===== src/fpsu_data_pkg.sv =====
package fpsu_data_pkg;

  localparam int op_width   = 64;
  localparam int sng_width  = 32;
  localparam int exp_width  = 8;
  localparam int frac_width = 23;

  typedef struct packed {
    logic                  sign;
    logic [exp_width-1:0]  exp;
    logic [frac_width-1:0] frac;
  } sng_t;

  typedef struct packed {
    sng_t hi;
    sng_t lo;
  } sng_pair_t;

  // the same 64-bit word seen as raw bits or as two packed singles
  typedef union packed {
    logic [op_width-1:0] raw;
    sng_pair_t           sp;
  } operand_t;

  typedef struct packed {
    logic lt;
    logic eq;
    logic unord;
  } cmp_flags_t;

  typedef struct packed {
    logic [19:0] rsvd_hi;
    logic        inv_mask;  // set = invalid exception masked
    logic [10:0] rsvd_lo;
  } fp_csr_t;

  typedef struct packed {
    logic     valid;
    operand_t data;
  } result_t;

endpackage

===== src/fpsu_op_pkg.sv =====
package fpsu_op_pkg;

  localparam int fwd_w = 4;  // one select bit per forward bus

  typedef enum logic [3:0] {
    op_and    = 4'h0,
    op_or     = 4'h1,
    op_xor    = 4'h2,
    op_andn   = 4'h3,
    op_swap   = 4'h4,
    op_dupl   = 4'h5,
    op_copya  = 4'h6,
    op_cmps   = 4'h7,
    op_pcmplt = 4'h8,
    op_pcmpeq = 4'h9
  } fpsu_opcode_e;

  typedef struct packed {
    logic [fwd_w-1:0] now;   // bus value in the issue cycle
    logic [fwd_w-1:0] late;  // bus value one cycle before issue
  } fwd_sel_t;

  typedef struct packed {
    logic                    en;
    fpsu_opcode_e            opcode;
    logic                    ord;
    fpsu_data_pkg::operand_t a;
    fpsu_data_pkg::operand_t b;
    fwd_sel_t                sel_a;
    fwd_sel_t                sel_b;
  } issue_t;

  typedef enum logic [1:0] {
    unit_bitwise = 2'd0,
    unit_pmask   = 2'd1,
    unit_flags   = 2'd2
  } unit_e;

  typedef enum logic [1:0] {fn_and, fn_or, fn_xor, fn_andn} logic_fn_e;

  typedef enum logic [1:0] {perm_none, perm_swap, perm_dupl, perm_copya} perm_e;

  typedef struct packed {
    logic      valid;
    unit_e     unit;
    logic_fn_e fn;
    perm_e     perm;
    logic      pkd_eq;  // packed compare tests eq instead of lt
    logic      ord;
    logic      scalar;
  } fpsu_ctrl_t;

endpackage


===== src/fpsu_lane.sv =====
`timescale 1ns/10ps

module fpsu_lane #(
  parameter int num_fwd = 4
) (
  input  logic                      clk,
  input  logic                      rst,
  input  fpsu_op_pkg::issue_t       issue,
  input  fpsu_data_pkg::fp_csr_t    csr,
  input  fpsu_data_pkg::operand_t   fwd_bus [num_fwd],
  output fpsu_data_pkg::result_t    result,
  output fpsu_data_pkg::cmp_flags_t flags,
  output logic                      excpt
);
  import fpsu_data_pkg::*;
  import fpsu_op_pkg::*;

  operand_t   opnd_a;
  operand_t   opnd_b;
  fpsu_ctrl_t ctrl;
  operand_t   bit_res;
  operand_t   pmask_res;
  cmp_flags_t cmp_flags;
  logic       invalid;

  fwd_operand_sel #(.num_fwd(num_fwd)) opnd_a_sel (
    .clk     (clk),
    .rst     (rst),
    .reg_val (issue.a),
    .sel     (issue.sel_a),
    .fwd_bus (fwd_bus),
    .opnd    (opnd_a)
  );

  fwd_operand_sel #(.num_fwd(num_fwd)) opnd_b_sel (
    .clk     (clk),
    .rst     (rst),
    .reg_val (issue.b),
    .sel     (issue.sel_b),
    .fwd_bus (fwd_bus),
    .opnd    (opnd_b)
  );

  fpsu_op_decode decode (
    .clk   (clk),
    .rst   (rst),
    .issue (issue),
    .ctrl  (ctrl)
  );

  fpsu_bitwise bitwise (
    .ctrl (ctrl),
    .a    (opnd_a),
    .b    (opnd_b),
    .res  (bit_res)
  );

  fpsu_compare compare (
    .ctrl    (ctrl),
    .a       (opnd_a),
    .b       (opnd_b),
    .pmask   (pmask_res),
    .flags   (cmp_flags),
    .invalid (invalid)
  );

  fpsu_result_stage result_stage (
    .clk       (clk),
    .rst       (rst),
    .ctrl      (ctrl),
    .csr       (csr),
    .bit_res   (bit_res),
    .pmask     (pmask_res),
    .cmp_flags (cmp_flags),
    .invalid   (invalid),
    .result    (result),
    .flags     (flags),
    .excpt     (excpt)
  );

endmodule


===== src/fpsu_result_stage.sv =====
`timescale 1ns/10ps

module fpsu_result_stage (
  input  logic                      clk,
  input  logic                      rst,
  input  fpsu_op_pkg::fpsu_ctrl_t   ctrl,
  input  fpsu_data_pkg::fp_csr_t    csr,
  input  fpsu_data_pkg::operand_t   bit_res,
  input  fpsu_data_pkg::operand_t   pmask,
  input  fpsu_data_pkg::cmp_flags_t cmp_flags,
  input  logic                      invalid,
  output fpsu_data_pkg::result_t    result,
  output fpsu_data_pkg::cmp_flags_t flags,
  output logic                      excpt
);
  import fpsu_data_pkg::*;
  import fpsu_op_pkg::*;

  operand_t sel_data;
  operand_t data_q;
  logic     valid_q;

  always_comb begin
    case (ctrl.unit)
      unit_bitwise: sel_data = bit_res;
      unit_pmask:   sel_data = pmask;
      default:      sel_data = '0;  // scalar compare returns only flags
    endcase
  end

  always_ff @(posedge clk) begin
    data_q <= sel_data;
    if (rst) begin
      valid_q <= 1'b0;
      flags   <= '0;
      excpt   <= 1'b0;
    end else begin
      valid_q <= ctrl.valid;
      excpt   <= invalid && !csr.inv_mask;
      if (ctrl.valid && ctrl.scalar) begin
        flags <= cmp_flags;  // held until the next scalar compare
      end
    end
  end

  assign result = {valid_q, data_q};

  // invalid comes from the compare, valid from decode; they must line up
  assert property (@(posedge clk) disable iff (rst) excpt |-> result.valid)
    else $error("excpt raised without result.valid");

endmodule


===== src/fpsu_compare.sv =====
`timescale 1ns/10ps

module fpsu_compare (
  input  fpsu_op_pkg::fpsu_ctrl_t   ctrl,
  input  fpsu_data_pkg::operand_t   a,
  input  fpsu_data_pkg::operand_t   b,
  output fpsu_data_pkg::operand_t   pmask,
  output fpsu_data_pkg::cmp_flags_t flags,
  output logic                      invalid
);
  import fpsu_data_pkg::*;

  function automatic logic is_nan(input sng_t x);
    return (&x.exp) && (|x.frac);
  endfunction

  // sign and magnitude ordering of one single lane
  function automatic cmp_flags_t sng_cmp(input sng_t x, input sng_t y);
    logic [sng_width-2:0] mx;
    logic [sng_width-2:0] my;
    cmp_flags_t           f;
    mx = {x.exp, x.frac};
    my = {y.exp, y.frac};
    f  = '0;
    if (is_nan(x) || is_nan(y)) begin
      f.unord = 1'b1;
    end else if (mx == '0 && my == '0) begin
      f.eq = 1'b1;  // +0 equals -0
    end else if (x.sign != y.sign) begin
      f.lt = x.sign;
    end else begin
      f.eq = (mx == my);
      f.lt = x.sign ? (mx > my) : (mx < my);
    end
    return f;
  endfunction

  cmp_flags_t hi_f;
  cmp_flags_t lo_f;
  logic       hi_hit;
  logic       lo_hit;
  logic       nan_hi;
  logic       nan_lo;

  always_comb begin
    hi_f      = sng_cmp(a.sp.hi, b.sp.hi);
    lo_f      = sng_cmp(a.sp.lo, b.sp.lo);
    hi_hit    = ctrl.pkd_eq ? hi_f.eq : hi_f.lt;
    lo_hit    = ctrl.pkd_eq ? lo_f.eq : lo_f.lt;
    pmask.raw = {{sng_width{hi_hit}}, {sng_width{lo_hit}}};
    flags     = lo_f;  // scalar compare looks at lo lanes only
    nan_hi    = is_nan(a.sp.hi) || is_nan(b.sp.hi);
    nan_lo    = is_nan(a.sp.lo) || is_nan(b.sp.lo);
    invalid   = ctrl.valid && ctrl.ord && (nan_lo || (nan_hi && !ctrl.scalar));
    if (ctrl.valid) begin
      assert ($onehot0(hi_f) && $onehot0(lo_f))
        else $error("compare flags overlap: hi=%b lo=%b", hi_f, lo_f);
    end
  end

endmodule


===== src/fpsu_bitwise.sv =====
`timescale 1ns/10ps

module fpsu_bitwise (
  input  fpsu_op_pkg::fpsu_ctrl_t ctrl,
  input  fpsu_data_pkg::operand_t a,
  input  fpsu_data_pkg::operand_t b,
  output fpsu_data_pkg::operand_t res
);
  import fpsu_op_pkg::*;

  always_comb begin
    res = a;
    case (ctrl.perm)
      perm_swap: begin
        res.sp.hi = a.sp.lo;
        res.sp.lo = a.sp.hi;
      end
      perm_dupl: begin
        res.sp.hi = a.sp.lo;
        res.sp.lo = a.sp.lo;
      end
      perm_copya: begin
        res.sp.hi = a.sp.hi;  // keep A high single, merge B low
        res.sp.lo = b.sp.lo;
      end
      default: begin
        case (ctrl.fn)
          fn_and: begin
            res.raw = a.raw & b.raw;
          end
          fn_or: begin
            res.raw = a.raw | b.raw;
          end
          fn_xor: begin
            res.raw = a.raw ^ b.raw;
          end
          default: begin
            res.raw = a.raw & ~b.raw;
          end
        endcase
      end
    endcase
  end

endmodule


===== src/fpsu_op_decode.sv =====
`timescale 1ns/10ps

module fpsu_op_decode (
  input  logic                    clk,
  input  logic                    rst,
  input  fpsu_op_pkg::issue_t     issue,
  output fpsu_op_pkg::fpsu_ctrl_t ctrl
);
  import fpsu_op_pkg::*;

  fpsu_ctrl_t dec;

  always_comb begin
    dec       = '0;
    dec.valid = issue.en;
    dec.unit  = unit_bitwise;
    dec.fn    = fn_and;
    dec.perm  = perm_none;
    case (issue.opcode)
      op_and: begin
        dec.fn = fn_and;
      end
      op_or: begin
        dec.fn = fn_or;
      end
      op_xor: begin
        dec.fn = fn_xor;
      end
      op_andn: begin
        dec.fn = fn_andn;
      end
      op_swap: begin
        dec.perm = perm_swap;
      end
      op_dupl: begin
        dec.perm = perm_dupl;
      end
      op_copya: begin
        dec.perm = perm_copya;
      end
      op_cmps: begin
        dec.unit   = unit_flags;
        dec.scalar = 1'b1;
        dec.ord    = issue.ord;
      end
      op_pcmplt: begin
        dec.unit = unit_pmask;
        dec.ord  = issue.ord;
      end
      op_pcmpeq: begin
        dec.unit   = unit_pmask;
        dec.pkd_eq = 1'b1;
        dec.ord    = issue.ord;
      end
      default: begin
        dec.fn = fn_and;  // spare codes run as and
      end
    endcase
  end

  always_ff @(posedge clk) begin
    if (rst) begin
      ctrl <= '0;
    end else begin
      ctrl <= dec;
    end
  end

endmodule


===== src/fwd_operand_sel.sv =====
`timescale 1ns/10ps

module fwd_operand_sel #(
  parameter int num_fwd = 4
) (
  input  logic                    clk,
  input  logic                    rst,
  input  fpsu_data_pkg::operand_t reg_val,
  input  fpsu_op_pkg::fwd_sel_t   sel,
  input  fpsu_data_pkg::operand_t fwd_bus [num_fwd],
  output fpsu_data_pkg::operand_t opnd
);
  import fpsu_data_pkg::*;

  operand_t bus_q [num_fwd];  // bus values from the previous edge
  operand_t pick;

  always_comb begin
    pick = reg_val;
    for (int i = 0; i < num_fwd; i++) begin
      if (sel.late[i]) begin
        pick = bus_q[i];
      end
    end
    for (int i = 0; i < num_fwd; i++) begin
      if (sel.now[i]) begin
        pick = fwd_bus[i];  // current bus beats the late copy
      end
    end
  end

  always_ff @(posedge clk) begin
    bus_q <= fwd_bus;
    opnd  <= pick;
  end

  // issuer must name a single source, current or late, never both
  assert property (@(posedge clk) disable iff (rst)
    $onehot0(sel.now) && $onehot0(sel.late) && !((|sel.now) && (|sel.late)))
    else $error("fwd select not one-hot: now=%h late=%h", sel.now, sel.late);

endmodule


===== config.mk =====
export PLATFORM = sky130hd
export DESIGN_NAME = fpsu_lane
export DESIGN_NICKNAME = d
export VERILOG_FILES = /design/src/fpsu_data_pkg.sv /design/src/fpsu_op_pkg.sv /design/src/fpsu_lane.sv /design/src/fpsu_result_stage.sv /design/src/fpsu_compare.sv /design/src/fpsu_bitwise.sv /design/src/fpsu_op_decode.sv /design/src/fwd_operand_sel.sv
export SDC_FILE = /design/constraint.sdc
export NUM_CORES = 1
export LEC_CHECK = 0
export BUFFER_PORTS_ARGS = -buffer_cell sky130_fd_sc_hd__clkbuf_2
export CORE_MARGIN = 1
export CORE_UTILIZATION = 40
export CTS_BUF_LIST = sky130_fd_sc_hd__clkbuf_8 sky130_fd_sc_hd__clkbuf_16
export DETAILED_ROUTE_END_ITERATION = 10
export HOLD_SLACK_MARGIN = 0.12
export SYNTH_ARGS = -nofsm -noshare
export SYNTH_HDL_FRONTEND = slang
export SYNTH_SLANG_ARGS = --single-unit

===== constraint.sdc =====
create_clock -name clk -period 3.6 [get_ports clk]
set_input_delay 0.54 -clock clk [delete_from_list [all_inputs] [get_ports clk]]
set_output_delay 0.54 -clock clk [all_outputs]
set_load 0.05 [all_outputs]

==> impl_metrics.tcl <==
set metrics [dict create \
    reg2reg_from "opnd_b_sel.opnd[13]$_DFF_P_" \
    clk_latency_ps 620 \
    final_layout_size_suffix_gt1_share_pct 17.2 \
    p_leak_nw 15.5 \
    critPathCaptureType "flop" \
    track_usage_pct 31.0 \
    netlist_top_cells_area "dfxtp_1 (35%), mux2i_1 (11%), a21oi_1 (6.4%)" \
    drtPass1Iterations 5 \
    finalSetupTns_ps 0 \
    finalWirelength_mm 106 \
    setup_viol_count_final 0 \
    async_flop_share_pct 0 \
    holdPathStages 2 \
    root_buffer "clkbuf_16" \
    fin_crit_ps 3120 \
    crit_path_start "opnd_b_sel.opnd[13]$_DFF_P_" \
    rsz0062_at_grt "no" \
    synth.largest_area_cell "dfxtp_1" \
    dp_slack_ps 560 \
    place.detailed.hpwl_mm 76.0 \
    synthesis.nets 3892 \
    skew_ps 25.3 \
    cp.arrival_ps 3600 \
    start_util_pct 40.6 \
    cap_violations 0 \
    synth_top_family_by_area "compound AO/OA/AOI/OAI gates" \
    hold_class "primary input to flop" \
    synth_xor_area_share_pct 2.19 \
    powerDensity_nw_per_um2 450 \
    area_delta_synth_final_pct 28.9 \
    ant_nets 0 \
    synthFlopType "dfxtp_1" \
    ys_warn_count 0 \
    yosysUniqueCellTypes 62 \
    core_sq_um 64800 \
    synth_edf_count 0 \
    nFillCells 6062 \
    grt_pass1_wl_mm 160 \
    relSlewSlack_pct 34.6 \
    synth_compound_area_share_pct 24.7 \
    num_vias 27100 \
    wl_per_cell_microns 22.1 \
    die-area_sq_um 66900 \
    die_x_microns 259 \
    worst_pin_slew_ps 982 \
    grt_pass1_vias 26100 \
    ys_seq_elements 463 \
    muxShareOfSynthArea_pct 10.9 \
    rrSetupSlack_ps 480 \
    cts_sinks 463 \
    port_buffers 477 \
    cts_buffers 54 \
    grt-ovfl-total 0 \
    min_to "decode.ctrl[9]$_SDFF_PP0_" \
    synthCells 3323 \
    hold_start "issue[149]" \
    crit_required_ps 4080 \
    final_cell_mix "clkbuf_2 (464), dfxtp_1 (461), nor2_1 (403)" \
    fmax_mhz 320 \
    final.setup.worst_slack_ps 479 \
    avgSynthCellArea_sq_um 7.93 \
    synth_fa_ha_area_share_pct 6.13 \
    antenna_found_initial 10 \
    layout_commonest_cell "clkbuf_2" \
    status "finished clean" \
    worstReg2RegEnd "result_stage.data_q[9]$_DFF_P_" \
    rr_worst_depth 9 \
    rows 93 \
    drt-vias-per-instance 5.64 \
    clkSlewWorstSetupHoldPaths_ps 60 \
    drtIter0Drc 2409 \
    peakVddDrop_v 0.000373 \
    period_share_pct 86.7 \
    yosys.area_share.simple_pct 13.8 \
    grt_max_degree 89 \
    drcViolationCount 0 \
    place_congestion 0.940 \
    cp-start-kind "flop" \
    crit_fanout 21 \
    seq_area_frac_synth_pct 35.2 \
    die_y_microns 259 \
    hold_viol 0 \
    netlist_area_sq_um 26300 \
    synth_top_area_share_pct 35.2 \
    final_max_slew_viol_count 0 \
    clk_path_buf_depth 3 \
    post-cts-setup-buffer-count 0 \
    nNetsFinal 4487 \
    pin_count 509 \
    path_class "flop to flop" \
    cts_htree_levels 2 \
    cts_tree "done" \
]
==> cell type report <==
cell class	count	area [sq um]	area share, %
clock buffers	63	1480	4.34
well taps	855	1070	3.15
clock inverters	32	318	0.936
diodes	3	7.51	0.0221
repair buffers	802	5730	16.9
inverters	212	796	2.34
flip-flops and latches	463	9270	27.3
multi-input cells	2385	15300	45.0
==> synthesized netlist by cell type, drive strengths merged, types with 3 or more instances <==
library cell	instances
o21bai	3
buf	70
and2	3
ha	129
nor2b	16
dlygate4sd1	9
nor4b	3
and4	3
o31ai	5
nand3	6
dfxtp	463
clkbuf	184
o221ai	32
nor4	41
nand2	369
nor3b	4
a22oi	127
nand4	12
nor2	404
mux2i	287
o21ai	326
a211oi	33
a21oi	338
nor3	14
a221o	129
o2111ai	3
or2	3
xnor2	35
inv	212
xor2	31
==> per-stage QoR <==
step	hold slack (ps)	total power, mW	utilization [%]	std cells	instance area [sq um]
floorplan	429	8.11	-	3323	26300
global placement	432	9.37	45.6	4460	29600
detailed placement	440	9.41	45.6	4460	29600
CTS	155	15.3	52.4	4812	33900
global route	165	15.9	52.4	4814	34000
finish	179	15.3	52.4	4815	34000
==> kinds of logic after synthesis <==
| kind of cell | after synthesis |
|---|---|
| adder cells (fa/ha/maj) | 129 |
| multiplexers | 287 |
| XOR/XNOR | 66 |
| buffers and inverters | 475 |
| flip-flops | 463 |
| AND/OR/NAND/NOR | 887 |
| AO/OA/AOI/OAI | 1016 |
==> timing repair <==
item	CTS	global route
gates resized for setup	0	0
hold endpoints to repair	257	0
hold buffers	257	0
==> worst max-delay path, stage by stage (launching register included) <==
cell	delay [ps]
dfxtp_1	440
inv_1	90
ha_1	360
nor4_1	510
nand3_1	210
or3_1	520
o311a_1	230
o2111ai_2	240
buf_4	280
nand2_1	80
==> layer usage <==
metal	global-route usage, %	wire length (microns)	up-vias	share of wire (%)
met5	0	37	-	0.035
met2	48.1	46600	1302	44
met1	43.5	47400	12700	45
met4	10.0	3370	6	3.2
li1	-	-	12900	-
met3	5.37	8920	226	8.4
==> state kept, by name (all words and copies together), names as in the netlist <==
name / cells
opnd_b_sel.opnd: 64
decode.ctrl: 10
opnd_b_sel.bus_q: 256
opnd_a_sel.opnd: 64
result_stage.data_q: 64
result_stage.excpt: 1
result_stage.valid_q: 1
result_stage.flags: 3
==> worst max-delay path by stage <==
stage / to / slack, ps / cells past startpoint
after floorplan: result_stage.data_q[33]$_DFF_P_ / 970 / 10
after global placement: result_stage.data_q[10]$_DFF_P_ / 600 / 9
after detailed placement: result_stage.data_q[18]$_DFF_P_ / 560 / 9
after CTS: result_stage.data_q[18]$_DFF_P_ / 540 / 9
after global routing: result_stage.data_q[14]$_DFF_P_ / 280 / 9
final: result_stage.data_q[9]$_DFF_P_ / 480 / 9
==> power breakdown <==
group | leakage (nW) | switching, mW | internal (mW)
combinational | 10.7 | 2.21 | 1.41
sequential | 3.90 | 0.444 | 5.55
clock | 0.931 | 2.32 | 3.33
total | 15.5 | 4.98 | 10.3
No activity file was read; power rests on OpenSTA's default activity.
